`src/include/icache_config.svh`:
```
`ifndef ICACHE_CONFIG_SVH
`define ICACHE_CONFIG_SVH

// byte offset within a 64-byte line
`define ICACHE_LINE_BITS 6

// 64 sets
`define ICACHE_INDEX_BITS 6

`define ICACHE_TAG_BITS (32 - `ICACHE_LINE_BITS - `ICACHE_INDEX_BITS)

// double-word position within a line
`define ICACHE_WORD_BITS (`ICACHE_LINE_BITS - 3)

`define ICACHE_SETS (1 << `ICACHE_INDEX_BITS)

// fixed at two, the LRU keeps one bit per set
`define ICACHE_WAYS 2

// 32-bit beats per line refill
`define ICACHE_BURST_WORDS 16

`endif
```
`src/rtl/icache_lru.sv`:
```
`timescale 1ns/1ps
`include "icache_config.svh"

module icache_lru (
    input  logic                           clk,
    input  logic                           rst,
    input  logic [`ICACHE_INDEX_BITS-1:0]  index,
    input  logic                           hit_accept,
    input  logic                           hit_way,
    output logic                           victim_way
);

    // bit set means way 1 is the next victim
    logic [`ICACHE_SETS-1:0] lru_bits;

    always_ff @(posedge clk) begin
        if (rst) begin
            lru_bits <= '0;
        end else if (hit_accept) begin
            lru_bits[index] <= ~hit_way;
        end
    end

    assign victim_way = lru_bits[index];

endmodule

```
`config.mk`:
```
export PLATFORM = sky130hd
export DESIGN_NAME = icache_lru
export DESIGN_NICKNAME = d
export VERILOG_FILES = /design/src/rtl/icache_lru.sv
export VERILOG_INCLUDE_DIRS = /design/src /design/src/include
export SDC_FILE = /design/constraint.sdc
export NUM_CORES = 1
export LEC_CHECK = 0
export CORE_ASPECT_RATIO = 0.7
export CORE_MARGIN = 5
export CORE_UTILIZATION = 40
export DETAILED_ROUTE_END_ITERATION = 8
export DONT_BUFFER_PORTS = 1
export MAX_ROUTING_LAYER = met4
export PLACE_DENSITY = 0.56
export SYNTH_ARGS = -nofsm -noshare
export SYNTH_HDL_FRONTEND = slang
export SYNTH_SLANG_ARGS = --single-unit
```
`constraint.sdc`:
```
create_clock -name clk -period 2.1 [get_ports clk]
set_input_delay 0.105 -clock clk [delete_from_list [all_inputs] [get_ports clk]]
set_output_delay 0.105 -clock clk [all_outputs]
set_load 0.005 [all_outputs]
```
# Yosys cells after proc, flatten, opt, wreduce, memory -nomap -nowiden
# Cells that the tools add are included.
# W data, S select, Z words.
# classes
order_cmp,2
n_bitwise,1
n_mux,5
n_reduce_logical,1
# ops
cell,count
$bwmux W64,1
$lt A6 B7 Y1 const B,1
$bmux W1 S6,1
$demux W1 S6,1
$ge A6 B1 Y1 const B,1
$mux W1,2
$logic_and A1 B1 Y1,1
$not A1 Y1,1
# word_totals
word_cells,10
regBits,64

# Longest topological paths before layout
# depth
depth_word,5
ltp_mapped,7
ltp_nobuf,5

# Least setup slack after synthesis
# Ideal clock, no wire load.
# synth_timing
kind,register -> output
startpoint,register lru_bits[15]
endpoint,output victim_way
slack_ns,0.791
path_stages_with_launch,6
t_arrival_ns,1.204
cell_sequence,dfxtp_1 mux4_2 nor2_1 a21oi_1 a211oi_1 nand4_1
# synth_between
elab_chain_cells,2
# synth_rtl
element,line_no,source
start: declaration,icache_lru.sv:14,logic [`ICACHE_SETS-1:0] lru_bits;
start signal: indexed assignment,icache_lru.sv:20,lru_bits[index] <= ~hit_way;
$bmux W1 S6,icache_lru.sv:24,assign victim_way = lru_bits[index];
$mux W1 (implied by the code),icache_lru.sv:24,
end: declaration,icache_lru.sv:10,output logic victim_way
# No other way between the ends. The select of a mux whose other input is x is not followed.

# Worst setup path after layout
# Same ends and word-level chain as after synthesis.

==> flow_metrics.py <==
metrics = {
    "floorplan": {
        "die_w_um": 114,
        "die-area_mm2": 0.00948,
        "start_util": 0.414,
        "pin_count": 11,
        "core_mm2": 0.00735,
        "row_count": 26,
        "die_h_um": 83.0,
    },
    "drt": {
        "dr.pass1.iters": 4,
        "dr_wl_met2_um": 3550,
        "first_iter_violations": 244,
        "drc": 0,
        "viasPerCell": 5.57,
        "wl_met1_um": 4120,
        "drt-total-wl_um": 8170,
        "wire_per_inst_um": 17.7,
        "ant_nets": 0,
        "wl_met3_um": 470,
        "maxUsedRoutingLayer": "met4",
        "vias": 2575,
    },
    "yosys": {
        "synthCells": 370,
        "ys_seq_area_frac": 0.421,
        "synth_area_mm2": 0.00304,
        "synthDistinctLibCells": 36,
        "syn_nets": 380,
        "avgSynthCellArea_um2": 8.22,
        "ys_ff_latch": 64,
        "synth_warnings": 0,
    },
    "placed_design": {
        "pre_cts_slack_ns": 0.553,
        "numPortBuffers": 0,
        "dp.final_hpwl_um": 4840,
        "place_congestion": 0.744,
    },
    "power_and_ir_drop": {
        "totalPowerFinal_w": 0.00234,
        "p_per_area_mw_per_mm2": 712,
        "swShare": 0.258,
        "p_leak_nw": 0.994,
        "pwr-share-seq": 0.525,
        "power.switching_w": 0.000603,
        "p_clk_frac": 0.406,
        "internal_power_w": 0.00173,
        "combPwrFrac": 0.069,
        "vdd_drop_max_mv": 0.291,
    },
    "cells_and_area": {
        "drive_gt1_frac": 0.0769,
        "regArea_mm2": 0.00128,
        "largest_reg_flops": 64,
        "reg_top3": "lru_bits: 64 flops",
        "num_antenna_cells": 0,
        "largest-register": "lru_bits",
        "utilization": 0.446,
        "fillers": 775,
        "area_delta_synth_final_pct": 7.82,
        "multi_input_area_mm2": 0.00161,
        "nets": 369,
    },
    "clocking": {
        "clk_path_buf_depth": 2,
        "cts_buffers": 9,
        "htree_levels": 3,
        "clk_pin_slew_worst_paths_ns": 0.08,
        "cts_setup_buffers": 0,
        "cts_tree": "built",
        "clkLatencyLatePin_ns": 0.34,
        "root_buffer": "clkbuf_8",
        "clkSinkCount": 64,
    },
    "sta": {
        "tightestPinTransition_ns": 0.514,
        "setup_tns_ns": 0,
        "whs_ns": 0.114,
        "fin_crit_sh": 0.892,
        "fin_skew_ns": 0,
        "fin_ws_ns": 0.226,
        "final-setup-viol-count": 0,
        "slew_violations": 0,
        "fin_crit_ns": 1.87,
        "fmax_mhz": 534,
        "slew_headroom": 0.656,
        "rsz0062_at_grt": "no",
        "hold_viol_final": 0,
    },
    "global_route": {
        "grt_pass1_vias": 2348,
        "track_usage": 0.180,
        "antenna_found_initial": 0,
        "overflow": 0,
        "grt_pass1_wl_um": 13100,
        "grt_max_degree": 65,
    },
    "critical_path": {
        "cp.arrival_ns": 1.77,
        "critPathLaunchType": "flip-flop",
        "worstPathMaxFanout": 2,
        "path_delay_family": "multiplexers",
        "critical_path_class": "flip-flop to output pin",
        "cp_cell_sequence": "mux4_2 > nor2_1 > a21oi_1 > a211oi_1 > nand4_1",
        "slowest_delay_ns": 0.46,
        "cp_slowest_cell": "mux4_2",
        "timing.critical_path.buf_inv": 0,
        "cp-end-kind": "output pin",
        "required_ns": 2.00,
    },
    "flow_run": {
        "cap_violations": 0,
    },
    "hold_path": {
        "hp-class": "input port to flip-flop",
    },
    "status": {
        "outcome": "completed",
    },
}
-- metal layers --
metal,GRT usage,vias to the layer above
met2,0.243,60
met4,0.0464,0
met5,-,-
met1,0.266,1206
met3,0.0429,7
li1,-,1302
-- final cells by class --
class                           instances  area share
Multi-Input combinational cell        275       0.490
Sequential cell                        64       0.391
Clock buffer                           11      0.0431
Tap cell                               98      0.0374
Timing Repair Buffer                    5      0.0244
Clock inverter                          5     0.00992
Inverter                                4     0.00458
-- worst paths after layout --
kind                start           end  slack, ns  cells past startpoint
max          lru_bits[15]    victim_way       0.23                      5
min                   rst  lru_bits[53]       0.11                      2
max reg2reg  lru_bits[49]  lru_bits[49]       0.89                      3
min reg2reg  lru_bits[19]  lru_bits[19]       0.50                      2
-- timing repair --
action,in CTS,in global routing
endpoints found under the hold margin,64,0
hold buffers,3,0
resized for setup,0,0
-- synthesized netlist by cell type --
cell        n  share of area
a211oi_1   66           0.16
a21oi_1     7          0.012
a221o_1     4          0.013
a221oi_1    4          0.012
a22oi_1     2         0.0049
a311oi_1    1         0.0029
and2b_1     1         0.0025
and3_1      2         0.0041
and3b_1     1         0.0029
buf_1       2         0.0025
buf_2       6         0.0099
buf_4       2         0.0049
buf_6       3          0.011
clkbuf_1   14          0.017
dfxtp_1    64           0.42
inv_1       4         0.0049
mux2_2      1         0.0037
mux2i_1     9          0.030
mux4_2      5          0.037
nand2_1    10          0.012
nand3_1     6         0.0099
nand3_2     1         0.0033
nand3b_1    3         0.0074
nand4_1     1         0.0021
nand4_2     1         0.0041
nor2_1    134           0.17
nor2b_1     4         0.0082
o21a_1      1         0.0025
o21ai_0     1         0.0016
o21bai_1    1         0.0025
o22a_1      2         0.0058
o22ai_1     3         0.0062
o311a_1     1         0.0033
or2_2       1         0.0021
or3_1       1         0.0021
or3b_1      1         0.0029
-- metrics by stage --
stage	std cells	cell area (um^2)
after floorplan	370	3040
after global placement	443	3040
after detailed placement	443	3040
after CTS	462	3280
after global routing	462	3280
final	462	3280
-- cells in the final DEF (no fill, tap or decap), types with 2 or more instances in the layout --
master	instances
nand2_1	10
a211oi_1	66
nor2_1	134
clkinvlp_4	3
mux2i_1	9
buf_16	2
clkinv_2	2
a22oi_1	2
nor2b_1	4
mux4_2	5
nand3b_1	3
clkbuf_8	10
o22ai_1	3
buf_4	2
a221o_1	4
a221oi_1	4
a21oi_1	7
and3_1	2
o22a_1	2
nand3_1	6
inv_1	4
dfxtp_1	64
-- cell families (layout without fill, tap and decap cells) --
family          count (synthesis)  after routing  synth area share
compound gates                 93             93             0.229
buf+inv                        31             25            0.0506
flops                          64             64             0.421
mux                            15             15            0.0703
simple gates                  167            167             0.229
-- power groups by stage --
stage                     logic [W]  registers [W]  clock network, W
after global routing       0.000176        0.00123           0.00103
after CTS                  0.000162        0.00123          0.000970
after detailed placement   0.000110        0.00125                 0
after global placement     0.000111        0.00125                 0
final                      0.000162        0.00123          0.000948
after floorplan            0.000144        0.00125                 0
(Power assumes the default switching activity.)
