$ cat config.mk
export PLATFORM = sky130hd
export DESIGN_NAME = refill_counter
export DESIGN_NICKNAME = d
export VERILOG_FILES = /design/src/rtl/refill_counter.sv
export VERILOG_INCLUDE_DIRS = /design/src /design/src/include
export SDC_FILE = /design/constraint.sdc
export NUM_CORES = 1
export LEC_CHECK = 0
export BUFFER_PORTS_ARGS = -buffer_cell sky130_fd_sc_hd__buf_2
export CAP_MARGIN = 40
export CORE_AREA = 2 2 39 41
export DETAILED_ROUTE_END_ITERATION = 8
export DIE_AREA = 0 0 41 43
export PLACE_DENSITY = 0.33
export SLEW_MARGIN = 10
export SYNTH_ARGS = -nofsm -noshare
export SYNTH_HDL_FRONTEND = slang
export SYNTH_SLANG_ARGS = --single-unit
$ cat constraint.sdc
create_clock -name clk -period 1.2 [get_ports clk]
set_clock_uncertainty 0.05 [all_clocks]
set_input_delay 0.06 -clock clk [delete_from_list [all_inputs] [get_ports clk]]
set_output_delay 0.06 -clock clk [all_outputs]
set_load 0.02 [all_outputs]
$ cat src/include/icache_config.svh
`ifndef ICACHE_CONFIG_SVH
`define ICACHE_CONFIG_SVH

// byte offset within a 64-byte line
`define ICACHE_LINE_BITS 6

// 64 sets
`define ICACHE_INDEX_BITS 6

`define ICACHE_TAG_BITS (32 - `ICACHE_LINE_BITS - `ICACHE_INDEX_BITS)

// double-word position within a line
`define ICACHE_WORD_BITS (`ICACHE_LINE_BITS - 3)

`define ICACHE_SETS (1 << `ICACHE_INDEX_BITS)

// fixed at two, the LRU keeps one bit per set
`define ICACHE_WAYS 2

// 32-bit beats per line refill
`define ICACHE_BURST_WORDS 16

`endif
$ cat src/rtl/refill_counter.sv
`timescale 1ns/1ps
`include "icache_config.svh"

module refill_counter (
    input  logic                          clk,
    input  logic                          rst,
    input  logic                          start,
    input  logic                          beat,
    output logic [`ICACHE_WORD_BITS-1:0]  word,
    output logic [1:0]                    half_we
);

    localparam int CNT_BITS = $clog2(`ICACHE_BURST_WORDS);

    logic [CNT_BITS-1:0] beat_cnt;

    always_ff @(posedge clk) begin
        if (rst) begin
            beat_cnt <= '0;
        end else if (start) begin
            beat_cnt <= '0;
        end else if (beat) begin
            beat_cnt <= beat_cnt + 1'b1;
        end
    end

    // even beats go to the low half, odd beats to the high half
    assign word    = beat_cnt[CNT_BITS-1:1];
    assign half_we = beat_cnt[0] ? 2'b10 : 2'b01;

endmodule

After elaboration in Yosys (flattened, before gate mapping). Cells that the tools add are included.

Divide/modulo/power cells: 0. Reduce and logical (&&, ||, !) cells: 1. Bitwise gates (word level): 0. Equal/unequal tests: 0. Shifts and indexed selects: 0. Muxes and demuxes: 1. Add/subtract/negate cells: 1. $mul: 0. Magnitude comparators: 0.

Operators by type and width (count): adder 4 x 1 -> 4 bit (second input constant) (1); 2-to-1 mux 2 bit (1); OR reduction 2 bit (1).

Register bits after elaboration: 4. Logic and storage cells: 4. Memory bits (writable): 0. Memories: 0. Bits of input ports: 4. Bits in latches: 0. Memory bits (read-only): 0.

Longest topological paths before layout. Gate-level depths: netlist of run 1.

Word-level depth: 1. Depth in mapped cells: 3.

Worst setup path before layout of run 1. Ideal clock, no wire load.

Path type: reg-to-reg. From: register beat_cnt[0]. To: register beat_cnt[2]. Setup slack: 0.086 ns. Clock period less this slack: 1.114 ns. Buffers on the path: 0. Data arrival time: 0.978 ns. Stages on the path, launching flop included: 4. Library setup time: 0.086 ns. Cells stage by stage: dfxtp_1 ha_1 a21bo_2 a211oi_1.

Longest elaborated chain between the ends: 1.

Ends and longest elaborated chain: start, declared (RTL line refill_counter.sv:15) `logic [CNT_BITS-1:0] beat_cnt;`; start signal, assigned (RTL line refill_counter.sv:23) `beat_cnt <= beat_cnt + 1'b1;`; adder 4 x 1 -> 4 bit (RTL line refill_counter.sv:23).

No other way between the ends. A chain may end at the register's enable or synchronous reset.

Final worst setup path of run 1. Same ends and word-level chain as after synthesis.

==> metrics.txt, run 1 <==
global-route wire length before repair=662 um; CP arrival=1.19 ns; port bufs=8; number of global-route vias before repair=158; Power, Total=0.000341 W; critical path startpoint category=flop; Int Power=0.000262 W; Yosys reg bits=4; sequential share of the synthesized area=0.444; Clock Sinks=4; Tightest Pin Transition=0.185 ns; vias per cell=3.87; DRC Markers=0; post-route non-filler standard cell count=45; post-layout util=0.197; Die X=41 um; Final HPWL DP=298 um; share of cells above drive strength 1=0.414; commonest non-fill, non-tap cell in the layout=buf_2; post-synthesis cell count=17; post-CTS resize count=0; antenna viol nets, final=0; worst vdd ir=0.000322 V; ant diodes=0; Area Growth Syn to Fin=51.4%; Pre-antenna DRT Iters=4; design area=273 sq um; static leakage=0.122 nW; Slew Limit Fails=0; area occupied by multi-input gates=96.3 sq um; starting density of the core=0.130; critical path type=flop to flop; RSZ-0062 raised after global routing=no; max FFs per register=4; Sw Ratio=0.232; sw power=0.0000793 W; Fillers=166; clock tree buffer depth=2; TritonCTS Buffers=3; HP Class=input port to flop; vias post-DR=174; initial antenna violation count=0; Setup Viol. Count Final=0; gpl congestion=0.660; clock latency on the worst-skew pair=0.24 ns; MaxCap Viol Count=0; Area after DPL=240 sq um; status=finished clean; clock-pin slew on the worst setup and hold paths=0.04 ns; cell area after synthesis=180 sq um; fin nets=36; die area=1760 sq um; CP endpoint kind=flop; H-tree depth=1; setup TNS=0 ns; synth unique cells=12; Mean Syn Cell Area=10.6 sq um; Clk pwr share=0.501; I/O pins=9; share of power burned in registers=0.408; combinational power share=0.091; syn nets=22; DR iter-0 viols=3; CORE AREA=1380 sq um; Largest regs=beat_cnt: 4 flops; Reg area=80.1 sq um; Worst Path Required=1.30 ns; Cells after DPL=41; WL/cell=9.38 um; commonest non-fill, non-tap cells in the layout=8 x buf_2, 4 x dfxtp_1, 3 x nor3_1, 3 x clkbuf_4; Top reg by flops=beat_cnt; Max Fanout on Critical Path=5; max_slew headroom=0.877; fmax=911 MHz; CTS tree=done; pwr/cell area=1250 nW/um^2; Period Utilization, post-route=0.915; Die Height=43 um; grt ovf=0; final wirelength=422 um; Clock Tree Root=clkbuf_4; row count=14; Final Hold Vio Count=0; fin crit period=1.10 ns; synthesis warning total=0; pin count of the biggest net entering global routing=6; GRT Total Usage=0.0653
critical path, stage by stage (launching register included):
cell and delay, ns:
dfxtp_1 0.35, ha_1 0.21, a21bo_2 0.21, a211oi_1 0.18
layout make-up:
cell class | count | area share
Multi-Input combinational cell | 12 | 0.353
Tap cell | 16 | 0.0734
Timing Repair Buffer | 9 | 0.183
Inverter | 1 | 0.0138
Clock buffer | 3 | 0.0826
Sequential cell | 4 | 0.294
path summary, 6_finish.rpt:
check,startpoint,endpoint,slack [ns],cells past startpoint
setup / recovery,beat_cnt[0]$_SDFFE_PP0P_,beat_cnt[2]$_SDFFE_PP0P_,0.10,3
hold / removal,start,beat_cnt[0]$_SDFFE_PP0P_,0.003,2
setup reg to reg,beat_cnt[0]$_SDFFE_PP0P_,beat_cnt[2]$_SDFFE_PP0P_,0.10,3
hold reg to reg,beat_cnt[2]$_SDFFE_PP0P_,beat_cnt[3]$_SDFFE_PP0P_,0.51,2
metal layers:
metal,global-route usage,wire [um],vias up,part of all wire
li1,-,-,87,-
met1,0.0806,197,77,0.47
met2,0.0594,164,10,0.39
met3,0.0471,61,0,0.14
met4,0.0800,0,0,0
met5,0,0,-,0
kinds of logic (layout without fill, tap and decap cells):
kind of cell             count (synthesis)  count (layout)  share of synthesized area
adder cells (fa/ha/maj)                  1               1                     0.0694
buffers and inverters                    1              13                     0.0208
XOR/XNOR                                 1               1                     0.0486
AND/OR/NAND/NOR                          6               6                      0.201
multiplexers                             2               2                      0.118
flip-flops                               4               4                      0.444
AO/OA/AOI/OAI                            2               2                     0.0972
synthesized netlist by cell type, drive strengths merged:
cell type / n / area, sq um
nor3: 3 / 15.0
ha: 1 / 12.5
mux2: 1 / 11.3
nand4: 1 / 6.26
nor3b: 1 / 7.51
a211oi: 1 / 7.51
a21bo: 1 / 10.0
dfxtp: 4 / 80.1
mux2i: 1 / 10.0
nand3b: 1 / 7.51
inv: 1 / 3.75
xnor2: 1 / 8.76
what timing repair did:
action,4_1_cts,5_1_grt
setup buffers,0,0
hold buffers,1,0
hold endpoints to repair,1,0
power by group through the flow:
| stage | clock, W | sequential, W | combinational, W |
|---|---|---|---|
| 6_report | 0.000171 | 0.000139 | 0.0000311 |
| 5_1_grt | 0.000187 | 0.000139 | 0.0000352 |
| 4_1_cts | 0.000175 | 0.000139 | 0.0000314 |
| 3_5_place_dp | 0 | 0.000141 | 0.0000287 |
| 3_3_place_gp | 0 | 0.000141 | 0.0000290 |
| 2_1_floorplan | 0 | 0.000144 | 0.0000103 |
stage by stage:
step	worst slack, ns	hold WS (ns)
floorplan	0.0864	0.0828
global placement	0.139	0.248
detailed placement	0.110	0.248
CTS	0.0899	0.0000544
global route	0.0127	0.0228
finish	0.102	0.00288
No activity file was read; power rests on OpenSTA's default activity.
==> inputs of run 2 (changes only) <==
- ABC_AREA: unset -> 1
- CORE_AREA: 2 2 39 41 -> 3 3 40 42
- DIE_AREA: 0 0 41 43 -> 0 0 43 45
- PLACE_DENSITY: 0.33 -> 0.32
==> metrics.txt, run 2 <==
post-CTS resize count=0 (unchanged); Final Hold Vio Count=0 (unchanged); Clock Tree Root=clkbuf_4 (unchanged); Main synth FF type=dfxtp_1 (unchanged); max FFs per register=4 (unchanged); mux cell area share after synthesis=0 (was 0.118); final wirelength=378 um (was 422 um); pwr/cell area=1290 nW/um^2 (was 1250 nW/um^2); Reg area=80.1 sq um (unchanged); cell area after synthesis=173 sq um (was 180 sq um); CTS tree=done (unchanged); Post-synth top cells=4 x dfxtp_1, 4 x nand2_1, 4 x nor2_1 (was 4 x dfxtp_1, 3 x nor3_1); asr flop ratio synth=0 (unchanged); worst hold slack=0.0584 ns (was 0.00288 ns); commonest non-fill, non-tap cells in the layout=8 x buf_2, 4 x nor2_1, 4 x nand2_1, 4 x dfxtp_1 (was 8 x buf_2, 4 x dfxtp_1, 3 x nor3_1, 3 x clkbuf_4); fin crit period=0.954 ns (was 1.10 ns); CORE AREA=1280 sq um (was 1380 sq um); syn nets=28 (was 22); Area Growth Syn to Fin=47.1% (was 51.4%); Pre-antenna DRT Iters=1 (was 4); CP arrival=0.84 ns (was 1.19 ns); Top reg by flops=beat_cnt (unchanged); Post-synth EDFFs=0 (unchanged); post-synthesis cell count=23 (was 17); synthesis warning total=0 (unchanged); WL/cell=7.71 um (was 9.38 um); port bufs=8 (unchanged); worst-path cell chain=inv_1 -> buf_2 (was ha_1 -> a21bo_2 -> a211oi_1); status=finished clean (unchanged); Compound-Gate Fraction of Synth Area=0.145 (was 0.0972); clock latency on the worst-skew pair=0.23 ns (was 0.24 ns); Slew Limit Fails=0 (unchanged); critical path type=flop to output port (was flop to flop); clock tree buffer depth=2 (unchanged); RSZ-0062 raised after global routing=no (unchanged); clock-pin slew on the worst setup and hold paths=0.04 ns (about the same); leading area contributor after synthesis=dfxtp_1 (unchanged); vias per cell=3.55 (was 3.87); antenna viol nets, final=0 (unchanged); fin nets=41 (was 36); Clock Sinks=4 (unchanged); largest family of logic cells by synthesized area=simple AND/OR/NAND/NOR gates (unchanged); critical path startpoint category=flop (unchanged); TritonCTS Buffers=3 (unchanged); gpl congestion=0.701 (was 0.660); Setup Viol. Count Final=0 (unchanged); share of cells above drive strength 1=0.382 (was 0.414); ant diodes=0 (unchanged); die area=1940 sq um (was 1760 sq um); Max Fanout on Critical Path=6 (was 5); Period Utilization, post-route=0.795 (was 0.915); number of global-route vias before repair=151 (was 158); Final HPWL DP=323 um (was 298 um); fmax=1050 MHz (was 911 MHz); Mean Syn Cell Area=7.51 sq um (was 10.6 sq um); initial antenna violation count=0 (unchanged); Area contributors post-synth=dfxtp_1 46%, a21oi_1 8.7%, nand2_1 8.7% (was dfxtp_1 44%, nor3_1 8.3%, ha_1 6.9%); commonest non-fill, non-tap cell in the layout=buf_2 (unchanged); HP Class=input port to flop (unchanged); Die X=43 um (was 41 um); sequential share of the synthesized area=0.464 (was 0.444); DR iter-0 viols=0 (was 3); Worst Reg-to-Reg Cells=4 (was 3); Largest regs=beat_cnt: 4 flops (unchanged); I/O pins=9 (unchanged); static leakage=0.113 nW (was 0.122 nW); pre-CTS setup slack=0.242 ns (was 0.110 ns); top cell type's share of synthesized area=0.464 (was 0.444); row count=13 (was 14); hold buffer count at CTS=0 (was 1); Yosys reg bits=4 (unchanged); max_slew headroom=0.842 (was 0.877); Crit-path slowest cell=dfxtp_1 (unchanged); Die Height=45 um (was 43 um); DRC Markers=0 (unchanged); H-tree depth=1 (unchanged); Fillers=149 (was 166); setup TNS=0 ns (unchanged); post-route setup slack=0.246 ns (was 0.102 ns); Worst Path Required=1.09 ns (was 1.30 ns); MaxCap Viol Count=0 (unchanged); GRT Total Usage=0.0474 (was 0.0653); starting density of the core=0.134 (was 0.130); Adder-Cell Fraction of Synth Area=0.0725 (was 0.0694); Synth Area in XOR/XNOR=0 (was 0.0486); simple logic cell fraction of the synthesized area=0.275 (was 0.201); CP endpoint kind=output port (was flop); pin count of the biggest net entering global routing=8 (was 6); synth unique cells=10 (was 12); vias post-DR=174 (unchanged); global-route wire length before repair=593 um (was 662 um); max incr delay on CP=0.41 ns (was 0.35 ns); grt ovf=0 (unchanged); area occupied by multi-input gates=85.1 sq um (was 96.3 sq um); Setup Buffers After CTS=0 (unchanged); Tightest Pin Transition=0.236 ns (was 0.185 ns); hold depth=2 (unchanged); worst vdd ir=0.000319 V (was 0.000322 V)
run 2: cell count changes in the layout (fill, tap and decap cells not counted), moves of 2 or more:
cell and change:
a21oi_1 +3, o21ai_0 +2, nor2_1 +4, nor3_1 -3
nand2_1 +4
run 2: cell type report:
type,instances,area share
sequential,4,0.315
timing repair buffer,8,0.158
multi-input combinational,17,0.335
inverter,2,0.0296
tap,15,0.0739
clock buffer,3,0.0887
run 2: worst paths after layout:
| check | end | from | slack [ns] |
|---|---|---|---|
| min | beat_cnt[1]$_SDFFE_PP0P_ | beat | 0.06 |
| max | half_we[0] | beat_cnt[0]$_SDFFE_PP0P_ | 0.25 |
| max reg2reg | beat_cnt[2]$_SDFFE_PP0P_ | beat_cnt[0]$_SDFFE_PP0P_ | 0.25 |
| min reg2reg | beat_cnt[3]$_SDFFE_PP0P_ | beat_cnt[3]$_SDFFE_PP0P_ | 0.45 |
run 2: cell families (layout without fill, tap and decap cells):
family / Yosys count / after routing
AOI/OAI and AO/OA: 5 / 5
adders and majority gates: 1 / 1
buffers and inverters: 2 / 13
DFF: 4 / 4
and+or+nand+nor: 11 / 11
run 2: metal layers:
metal / up-vias / share of wire / GRT usage
met2: 6 / 0.47 / 0.0539
li1: 97 / - / -
met5: - / 0 / 0
met3: 0 / 0.040 / 0.0120
met4: 0 / 0 / 0.0904
met1: 71 / 0.49 / 0.0505
run 2: power breakdown:
part | internal [W] | switching, W | total [W]
Sequential | 0.000137 | 0.00000362 | 0.000141
Clock | 0.000111 | 0.0000478 | 0.000159
Combinational | 0.0000111 | 0.0000175 | 0.0000286
Total | 0.000259 | 0.0000689 | 0.000328
run 2: metrics by stage:
step           instances  total power [W]  instance area, sq um   util
2_1_floorplan         23         0.000157                   173      -
3_3_place_gp          46         0.000171                   231  0.180
3_5_place_dp          46         0.000172                   231  0.180
4_1_cts               49         0.000342                   254  0.198
5_1_grt               49         0.000350                   254  0.198
6_report              49         0.000328                   254  0.198
run 2: worst max-delay path, delay by kind of cell, from the launching register on:
kind | cells | cell delay, ns
buffers and inverters | 2 | 0.20
flip-flops | 1 | 0.41
