===== src/include/icache_config.svh =====
`ifndef ICACHE_CONFIG_SVH
`define ICACHE_CONFIG_SVH

// byte offset within a 64-byte line
`define ICACHE_LINE_BITS 6

// 64 sets
`define ICACHE_INDEX_BITS 6

`define ICACHE_TAG_BITS (32 - `ICACHE_LINE_BITS - `ICACHE_INDEX_BITS)

// double-word position within a line
`define ICACHE_WORD_BITS (`ICACHE_LINE_BITS - 3)

`define ICACHE_SETS (1 << `ICACHE_INDEX_BITS)

// fixed at two, the LRU keeps one bit per set
`define ICACHE_WAYS 2

// 32-bit beats per line refill
`define ICACHE_BURST_WORDS 16

`endif

===== src/rtl/icache_pkg.sv =====
`include "icache_config.svh"

package icache_pkg;

    // controller states
    typedef enum logic [2:0] {
        IDLE,
        FENCE,
        REFILL_REQ,
        REFILL_DATA,
        REREAD
    } icache_state_e;

    // one tag RAM entry
    typedef struct packed {
        logic                         valid;
        logic [`ICACHE_TAG_BITS-1:0]  tag;
    } tag_entry_t;

endpackage


===== src/rtl/icache_lookup.sv =====
`timescale 1ns/1ps
`include "icache_config.svh"

module icache_lookup (
    input  logic [31:0]             pc,
    input  icache_pkg::tag_entry_t  way0_tag,
    input  icache_pkg::tag_entry_t  way1_tag,
    input  logic [63:0]             way0_data,
    input  logic [63:0]             way1_data,
    input  logic                    set_valid,
    output logic                    hit,
    output logic                    hit_way,
    output logic [31:0]             pair0,
    output logic [31:0]             pair1
);

    logic [`ICACHE_TAG_BITS-1:0] pc_tag;
    logic [`ICACHE_WAYS-1:0]     way_hit;
    logic [63:0]                 sel_data;

    assign pc_tag = pc[31 -: `ICACHE_TAG_BITS];

    // set_valid masks stale tags after reset or fence
    assign way_hit[0] = set_valid & way0_tag.valid & (way0_tag.tag == pc_tag);
    assign way_hit[1] = set_valid & way1_tag.valid & (way1_tag.tag == pc_tag);

    assign hit     = |way_hit;
    assign hit_way = way_hit[1];

    assign sel_data = hit_way ? way1_data : way0_data;

    // pc bit 2 picks which half is the first instruction
    assign pair0 = pc[2] ? sel_data[63:32] : sel_data[31:0];
    assign pair1 = sel_data[63:32];

endmodule


===== config.mk =====
export PLATFORM = sky130hd
export DESIGN_NAME = icache_lookup
export DESIGN_NICKNAME = d
export VERILOG_FILES = /design/src/rtl/icache_pkg.sv /design/src/rtl/icache_lookup.sv
export VERILOG_INCLUDE_DIRS = /design/src /design/src/include
export SDC_FILE = /design/constraint.sdc
export NUM_CORES = 1
export LEC_CHECK = 0
export ABC_AREA = 1
export ABC_CLOCK_PERIOD_IN_PS = 5880
export BUFFER_PORTS_ARGS = -buffer_cell sky130_fd_sc_hd__buf_2
export CORE_AREA = 2 2 104 106
export DETAILED_ROUTE_END_ITERATION = 7
export DIE_AREA = 0 0 106 108
export PLACE_DENSITY = 0.76
export SYNTH_ARGS = -nofsm -noshare
export SYNTH_HDL_FRONTEND = slang
export SYNTH_SLANG_ARGS = --single-unit
export TNS_END_PERCENT = 100

===== constraint.sdc =====
create_clock -name vclk -period 5.88
set_clock_uncertainty 0.1 [all_clocks]
set_input_delay 1.764 -clock vclk [all_inputs]
set_output_delay 1.764 -clock vclk [all_outputs]
set_load 0.005 [all_outputs]

==> Word-level counts from Yosys, hierarchy flattened <==
Cells that the tools add are included.
{ "word_totals": {"regBits": 0, "latchBits": 0, "mem_bits_rw": 0, "mem_bits_ro": 0, "input_bits": 203, "elab_cells": 9, "mem_count": 0} }
{ "op_classes": {"n_addsub": 0, "mul": 0, "div": 0, "n_lt_le_gt_ge": 0, "n_eq_ne": 2, "n_shift": 0, "mux": 2, "bitwise": 4, "reduce_logical": 1} }
{ "ops": {"columns": ["op", "count"], "rows": [
  ["two-way mux 64 bit", 1],
  ["equality test 20 bit", 2],
  ["two-way mux 32 bit", 1],
  ["AND 1 bit", 4],
  ["OR reduction 2 bit", 1]
]} }

==> Longest topological paths before layout <==
Gate-level depths: netlist of the first run.
{ "depth": {"ltp_word": 4, "ltp_mapped": 11, "ltp_nobuf": 10} }

==> Worst setup path after synthesis of the first run <==
Ideal clock, no wire load.
{ "synth_timing": {"path_type": "input to output", "start": "input port pc[14]", "end": "output port pair1[10]", "arrival_time_ns": 2.776, "slack_ns": 1.240, "stages": 7, "path_cell_list": "xnor2_1 nand2_1 nor2_4 buf_6 buf_4 nand4_2 and2_1"} }
{ "synth_via": {"elab_chain_cells": 3} }
{ "synth_rtl": {"columns": ["element", "line", "text"], "rows": [
  ["from (decl)", "icache_lookup.sv:5", "input logic [31:0] pc,"],
  ["equality test 20 bit", "icache_lookup.sv:25", "assign way_hit[1] = set_valid & way1_tag.valid & (way1_tag.tag == pc_tag);"],
  ["AND 1 bit", "icache_lookup.sv:25", null],
  ["two-way mux 64 bit", "icache_lookup.sv:30", "assign sel_data = hit_way ? way1_data : way0_data;"],
  ["to (decl)", "icache_lookup.sv:14", "output logic [31:0] pair1"]
]} }
Every way passes these cells.

==> Final worst setup path of the first run <==
{ "layout_timing": {"start": "input port pc[14]", "end": "output port pair0[0]"} }
{ "layout_via": {"elab_chain_cells": 4} }
{ "layout_rtl": {"columns": ["element", "line", "text"], "rows": [
  ["equality test 20 bit", "icache_lookup.sv:25", null],
  ["AND 1 bit", "icache_lookup.sv:25", null],
  ["two-way mux 64 bit", "icache_lookup.sv:30", null],
  ["two-way mux 32 bit", "icache_lookup.sv:33", "assign pair0 = pc[2] ? sel_data[63:32] : sel_data[31:0];"],
  ["to (decl)", "icache_lookup.sv:13", "output logic [31:0] pair0,"]
]} }
Every way passes these cells.

==> results.sh, run 1 <==
export IMPL_synthTopCellsByCount="nand2_1, inv_1, nand3_1"
export IMPL_fin_crit_ns=5.26
export IMPL_initialDrtViolationCount=262
export IMPL_port_buffers=258
export IMPL_p_leak_nw=3.04
export IMPL_die_y_um=108
export IMPL_clock_buffers=0
export IMPL_worstHoldPathType="input pin to primary output"
export IMPL_pwr_density_cell_mw_per_mm2=52.4
export IMPL_num_antenna_cells=0
export IMPL_maxCapViolCount=0
export IMPL_core_mm2=0.0102
export IMPL_rsz0062_at_grt="false"
export IMPL_status="finished, final reports clean"
export IMPL_synth_most_common_cell="nand2_1"
export IMPL_start_util=0.297
export IMPL_syn_avg_cell_area_um2=5.10
export IMPL_firstDrtPassIters=4
export IMPL_placedCellCount=966
export IMPL_yosysSeqAreaShare=0
export IMPL_worstHoldStart="way0_data[8]"
export IMPL_grt_pass1_wl_mm=17.0
export IMPL_critPathArrivalTime_ns=3.39
export IMPL_yosys_top_cells_area="nand2_1, inv_1, nand4_2"
export IMPL_die_x_um=106
export IMPL_crit_type="input pin to primary output"
export IMPL_syn_to_final_growth_pct=41.1
export IMPL_ys_warnings_count=0
export IMPL_row_count=37
export IMPL_antenna_found_initial=0
export IMPL_fin_tns_setup_ns=0
export IMPL_crit_required_ns=4.02
export IMPL_peakVddDrop_v=0.0000275
export IMPL_overflow=0
export IMPL_regArea_um2=0
export IMPL_max_freq_mhz=190
export IMPL_syn_area_mm2=0.00304
export IMPL_cp_start_kind="input pin"
export IMPL_drive_above_1_share=0.377
export IMPL_final_nets=1035
export IMPL_grt_max_degree=36
export IMPL_place_area_mm2=0.00429
export IMPL_design_area_mm2=0.00429
export IMPL_die_area_mm2=0.0114
export IMPL_drt_wl_total_mm=11.1
export IMPL_grt_pass1_vias=3820
export IMPL_seq_cell_count=0
export IMPL_slew_headroom=0.712
export IMPL_dp_hpwl_mm=9.26
export IMPL_antenna_left=0
export IMPL_critPathCaptureType="primary output"
export IMPL_synth_cell_type_count=25
export IMPL_synthesis_nets=799
export IMPL_cts_setup_buffers=0
export IMPL_yosysTopAreaCellShare=0.204
export IMPL_crit_end="pair0[0]"
export IMPL_ios=269
export IMPL_yosys_area_top_type="nand2_1"
export IMPL_critPathMaxFanout=34
export IMPL_viasPerCell=4.46
export IMPL_drc=0
export IMPL_num_vias=4309
export IMPL_synthCells=596
export IMPL_hold_viol_final=0
export IMPL_instances_no_fill=966
export IMPL_place_gp_congestion=0.927
export IMPL_min_period_over_period=0.894
export IMPL_hold_buffers=0
export IMPL_wl_per_cell_um=11.5
export IMPL_cts_resized=0
export IMPL_worstSetupStartpoint="pc[14]"
export IMPL_tightest_slew_ns=0.431
export IMPL_finalSetupViolations=0
export IMPL_grt_usage=0.175
export IMPL_final_max_slew_viol_count=0
[report_power, final]
group          leakage, nW  internal [mW]  total [mW]  switching [mW]
Combinational         3.04          0.110       0.225           0.115
Clock                    0              0           0               0
Sequential               0              0           0               0
[layer usage]
metal	up-vias	routed length, um	track usage
li1	2304	-	-
met1	1818	4590	0.207
met2	179	5530	0.346
met3	8	956	0.0253
met4	0	76	0.0122
met5	-	0	0
[worst min path at each step]
stage                     slack [ns]  cells past startpoint   endpoint
after global routing            3.83                      6  pair0[29]
after floorplan                 3.61                      4   pair0[0]
after CTS                       3.79                      6   pair0[8]
after detailed placement        3.79                      6   pair0[8]
after global placement          3.79                      6   pair0[8]
final                           3.79                      6   pair0[8]
[kinds of logic after synthesis]
family | Yosys count | synth area share
xor+xnor | 8 | 0.0230
buf+inv | 203 | 0.303
compound gates | 14 | 0.0292
simple gates | 371 | 0.645
[layout by cell type, fill, tap and decap left out, types with 10 or more instances in the layout]
cell type and instances:
nor2_1 25, nand4_1 45, inv_2 12, inv_1 157, and2_1 32, buf_2 258, nand3_1 68, buf_4 10
nand4_2 28, nand2_1 165
[stage by stage]
stage | utilization | power [mW] | setup slack [ns] | hold slack (ns)
5_1_grt | 0.419 | 0.255 | 0.442 | 3.83
3_3_place_gp | 0.419 | 0.224 | 0.595 | 3.79
6_report | 0.419 | 0.225 | 0.624 | 3.79
4_1_cts | 0.419 | 0.227 | 0.616 | 3.79
3_5_place_dp | 0.419 | 0.226 | 0.614 | 3.79
2_1_floorplan | - | 0.113 | 1.24 | 3.61
[cell type report]
type / instances / area [um2]
Multi-Input combinational cell: 393 / 2120
Inverter: 169 / 634
Timing Repair Buffer: 268 / 1370
Fill cell: 1178 / 5940
Tap cell: 136 / 170
[worst max-delay path: stages]
cell     delay, ns
buf_2         0.12
xnor2_1       0.25
nand2_1       0.15
nor2_4        0.18
buf_4         0.40
nand4_1       0.16
nand3_1       0.15
nand2_1       0.06
buf_2         0.13
Note: power is estimated with default switching activity, not from simulation.
==> inputs of run 2 (changes only) <==
==> constraint.sdc (replaced) <==
create_clock -name vclk -period 5.88
set_clock_uncertainty 0.1 [all_clocks]
set_input_delay 1.764 -clock vclk [all_inputs]
set_output_delay 1.764 -clock vclk [all_outputs]
set_load 0.02 [all_outputs]
==> run 2 against run 1 <==
Flip-flop and latch count stayed put. Routed wire length is 1.1% lower. Clock-buffer cell count stayed put. Maximum frequency is 0.65% lower.
==> results.sh, run 2 (synthesis gave the netlist of run 1 again) <==
export IMPL_status="finished, final reports clean"
export IMPL_antenna_left=0
export IMPL_die_area_mm2=0.0114
export IMPL_hold_viol_final=0
export IMPL_die_x_um=106
export IMPL_p_clk_frac=0
export IMPL_placedCellCount=965
export IMPL_design_area_mm2=0.00428
export IMPL_ios=269
export IMPL_pwr_share_comb=1.000
export IMPL_finalSetupViolations=0
export IMPL_seq_cell_count=0
export IMPL_critPathCaptureType="primary output"
export IMPL_power_mw=0.259
export IMPL_swShare=0.573
export IMPL_num_antenna_cells=0
export IMPL_p_leak_nw=3.04
export IMPL_power_switching_mw=0.148
export IMPL_grt_usage=0.172
export IMPL_rsz0062_at_grt="false"
export IMPL_place_area_mm2=0.00428
export IMPL_peakVddDrop_v=0.0000284
export IMPL_clock_buffers=0
export IMPL_min_period_over_period=0.900
export IMPL_final_common_cell="buf_2"
export IMPL_power_share_sequential=0
export IMPL_drive_above_1_share=0.376
export IMPL_final_max_slew_viol_count=0
export IMPL_hold_buffers=0
export IMPL_die_y_um=108
export IMPL_final_util=0.419
export IMPL_grt_pass1_wl_mm=16.9
export IMPL_cp_start_kind="input pin"
export IMPL_regArea_um2=0
export IMPL_instances_no_fill=965
export IMPL_hold_depth=6
export IMPL_row_count=37
export IMPL_n_fill_cell=1152
export IMPL_post_place_ws_ns=0.579
export IMPL_final_cell_mix="buf_2, nand2_1, inv_1"
export IMPL_hold_slack_ns=3.84
export IMPL_critPathMaxFanout=64
export IMPL_grt_max_degree=65
export IMPL_place_gp_congestion=0.923
export IMPL_worstHoldStart="way0_data[16]"
export IMPL_cts_setup_buffers=0
export IMPL_cell_internal_pwr_mw=0.111
export IMPL_drc=0
export IMPL_viasPerCell=4.47
export IMPL_crit_type="input pin to primary output"
export IMPL_port_buffers=258
export IMPL_final_nets=1034
export IMPL_num_vias=4318
export IMPL_overflow=0
export IMPL_crit_required_ns=4.02
export IMPL_dp_hpwl_mm=9.09
export IMPL_pwr_density_cell_mw_per_mm2=60.4
export IMPL_cts_resized=0
export IMPL_syn_to_final_growth_pct=40.9
export IMPL_drt_wl_total_mm=11.0
export IMPL_fin_crit_ns=5.29
export IMPL_wl_per_cell_um=11.4
export IMPL_worstHoldPathType="input pin to primary output"
export IMPL_slew_headroom=0.555
export IMPL_grt_pass1_vias=3802
export IMPL_min_to="pair0[16]"
export IMPL_start_util=0.297
export IMPL_critPathArrivalTime_ns=3.43
export IMPL_fin_tns_setup_ns=0
export IMPL_initialDrtViolationCount=337
export IMPL_max_freq_mhz=189
export IMPL_maxCapViolCount=0
export IMPL_tightest_slew_ns=0.667
export IMPL_finalWorstSetupSlack_ns=0.589
export IMPL_core_mm2=0.0102
export IMPL_firstDrtPassIters=4
export IMPL_antenna_found_initial=1
==> run 2: changes by cell type in the layout (fill, tap and decap cells not counted) <==
cell,before,now
buf_4,10,9
==> run 2: power by group through the flow <==
stage	clock, mW	combinational (mW)	sequential (mW)
2_1_floorplan	0	0.146	0
3_3_place_gp	0	0.257	0
3_5_place_dp	0	0.259	0
4_1_cts	0	0.260	0
5_1_grt	0	0.288	0
6_report	0	0.259	0
==> run 2: how the worst max path moves through the flow <==
stage | start | endpoint | slack, ns | depth (start not counted)
after floorplan | pc[14] | pair1[10] | 1.18 | 7
after global placement | pc[16] | pair1[2] | 0.57 | 8
after detailed placement | pc[28] | pair0[0] | 0.58 | 13
after CTS | pc[28] | pair0[0] | 0.58 | 13
after global routing | pc[28] | pair0[0] | 0.38 | 13
final | pc[28] | pair1[23] | 0.59 | 12
==> run 2: cell type report <==
class / count / area, um2 / area share
inverters: 169 / 634 / 0.148
multi-input cells: 393 / 2120 / 0.495
well taps: 136 / 170 / 0.0397
repair buffers: 267 / 1360 / 0.317
==> run 2: layer usage <==
layer  wire length, um  vias up  GRT usage  part of all wire
met5                 0        -          0                 0
met2              5470      187      0.329              0.50
li1                  -     2300          -                 -
met3               865        8     0.0211             0.078
met4               101        0     0.0179            0.0092
met1              4590     1823      0.212              0.42
==> run 2: critical path, stage by stage <==
cell     delay (ns)
buf_2          0.12
nand2_1        0.05
inv_1          0.03
nor2_1         0.14
nor2_1         0.06
nand2_1        0.10
nor2_4         0.06
nand3_4        0.05
buf_4          0.50
nand2_1        0.14
and2_1         0.19
buf_2          0.16
==> inputs of run 3 (changes only) <==
--- a/config.mk
+++ b/config.mk
@@ -12,6 +12,7 @@
 export CORE_AREA = 2 2 104 106
 export DETAILED_ROUTE_END_ITERATION = 7
 export DIE_AREA = 0 0 106 108
+export GPL_TIMING_DRIVEN = 0
 export PLACE_DENSITY = 0.76
 export SYNTH_ARGS = -nofsm -noshare
 export SYNTH_HDL_FRONTEND = slang
==> run 3 against run 2 <==
Global-route usage rose by 1.6 points. Highest routed layer unchanged. Via count up 4.4%. Maximum frequency grew 2.5%. Utilization rose by 2.1 points. Cell count rose by 2.5%.
==> results.sh, run 3 (synthesis gave the netlist of run 1 again) <==
export IMPL_ios=269
export IMPL_cp_start_kind="input pin"
export IMPL_drc=0
export IMPL_fin_tns_setup_ns=0
export IMPL_cpLargestDelayFamily="buffers and inverters"
export IMPL_instances_no_fill=989
export IMPL_start_util=0.297
export IMPL_drt_wl_total_mm=11.7
export IMPL_num_antenna_cells=0
export IMPL_firstDrtPassIters=5
export IMPL_power_share_sequential=0
export IMPL_finalSetupViolations=0
export IMPL_pwr_share_comb=1.000
export IMPL_grt_usage=0.188
export IMPL_final_common_cell="buf_2"
export IMPL_crit_type="input pin to primary output"
export IMPL_tightest_slew_ns=0.561
export IMPL_grt_pass1_vias=4003
export IMPL_core_mm2=0.0102
export IMPL_slew_headroom=0.626
export IMPL_port_buffers=257
export IMPL_drive_above_1_share=0.386
export IMPL_final_util=0.440
export IMPL_num_vias=4510
export IMPL_worstSetupStartpoint="pc[14]"
export IMPL_rsz0062_at_grt="false"
export IMPL_status="finished, final reports clean"
export IMPL_final_nets=1058
export IMPL_crit_required_ns=4.02
export IMPL_grt_max_degree=11
export IMPL_cts_resized=0
export IMPL_cp_depth=10
export IMPL_die_y_um=108
export IMPL_die_x_um=106
export IMPL_viasPerCell=4.56
export IMPL_pwr_density_cell_mw_per_mm2=58.6
export IMPL_cts_setup_buffers=0
export IMPL_antenna_left=0
export IMPL_cp_slowest_cell="xnor2_1"
export IMPL_crit_buf_inv=4
export IMPL_crit_chain="buf_2, xnor2_1, nand2_1, nor2_4, buf_6, buf_4, nand4_1, nand3_1, nand2_1, buf_2"
export IMPL_power_switching_mw=0.150
export IMPL_die_area_mm2=0.0114
export IMPL_crit_end="pair0[0]"
export IMPL_p_leak_nw=3.14
export IMPL_fin_crit_ns=5.16
export IMPL_hold_viol_final=0
export IMPL_p_clk_frac=0
export IMPL_initialDrtViolationCount=252
export IMPL_regArea_um2=0
export IMPL_critPathMaxFanout=10
export IMPL_grt_pass1_wl_mm=18.0
export IMPL_placedCellCount=989
export IMPL_critPathCaptureType="primary output"
export IMPL_final_cell_mix="buf_2, nand2_1, inv_1"
export IMPL_max_freq_mhz=194
export IMPL_power_mw=0.263
export IMPL_row_count=37
export IMPL_swShare=0.571
export IMPL_n_fill_cell=1162
export IMPL_cp_slowest_stage_delay_ns=0.24
export IMPL_antenna_found_initial=0
export IMPL_syn_to_final_growth_pct=47.9
export IMPL_hold_buffers=0
export IMPL_overflow=0
export IMPL_worstHoldPathType="input pin to primary output"
export IMPL_min_period_over_period=0.878
export IMPL_critPathArrivalTime_ns=3.30
export IMPL_peakVddDrop_v=0.0000266
export IMPL_seq_cell_count=0
export IMPL_clock_buffers=0
export IMPL_hold_slack_ns=3.84
export IMPL_wl_per_cell_um=11.8
export IMPL_maxCapViolCount=0
export IMPL_dp_hpwl_mm=9.94
export IMPL_place_gp_congestion=0.902
export IMPL_final_max_slew_viol_count=0
export IMPL_cell_internal_pwr_mw=0.113
## run 3: changes by cell type in the layout (fill, tap and decap cells not counted)
cell	previous run	this run
buf_2	258	266
buf_6	0	8
clkbuf_1	0	5
buf_12	0	4
buf_4	9	6
buf_1	0	2
## run 3: final cells by class
cell class	count	area (um2)	area share
Multi-Input combinational cell	393	2120	0.471
Timing Repair Buffer	257	1290	0.286
Inverter	169	634	0.141
Buffer	34	287	0.0637
Tap cell	136	170	0.0378
## run 3: through the flow
| stage | instance area [um2] | setup WS (ns) |
|---|---|---|
| finish | 4500 | 0.720 |
| global route | 4500 | 0.521 |
| CTS | 4500 | 0.682 |
| detailed placement | 4500 | 0.696 |
| global placement | 4500 | 0.682 |
| floorplan | 3040 | 1.18 |
## run 3: power groups by stage
stage	clock network, mW	logic (mW)	registers [mW]
final	0	0.263	0
after global routing	0	0.293	0
after detailed placement	0	0.263	0
after CTS	0	0.264	0
after global placement	0	0.262	0
after floorplan	0	0.146	0
## run 3: worst min-delay path by stage
stage	from	endpoint	slack (ns)	cells after the start
after floorplan	way0_data[0]	pair0[0]	3.68	4
after global placement	way0_data[16]	pair0[16]	3.85	6
after detailed placement	way0_data[16]	pair0[16]	3.84	6
after CTS	way0_data[16]	pair0[16]	3.84	6
after global routing	way0_data[6]	pair0[6]	3.88	6
final	way0_data[4]	pair0[4]	3.84	6
## run 3: layer usage
metal / track usage / vias up / routed length (um)
met1: 0.237 / 1945 / 4910
met5: 0 / - / 0
met3: 0.0175 / 6 / 892
met4: 0.00752 / 0 / 49
met2: 0.364 / 210 / 5820
li1: - / 2349 / -
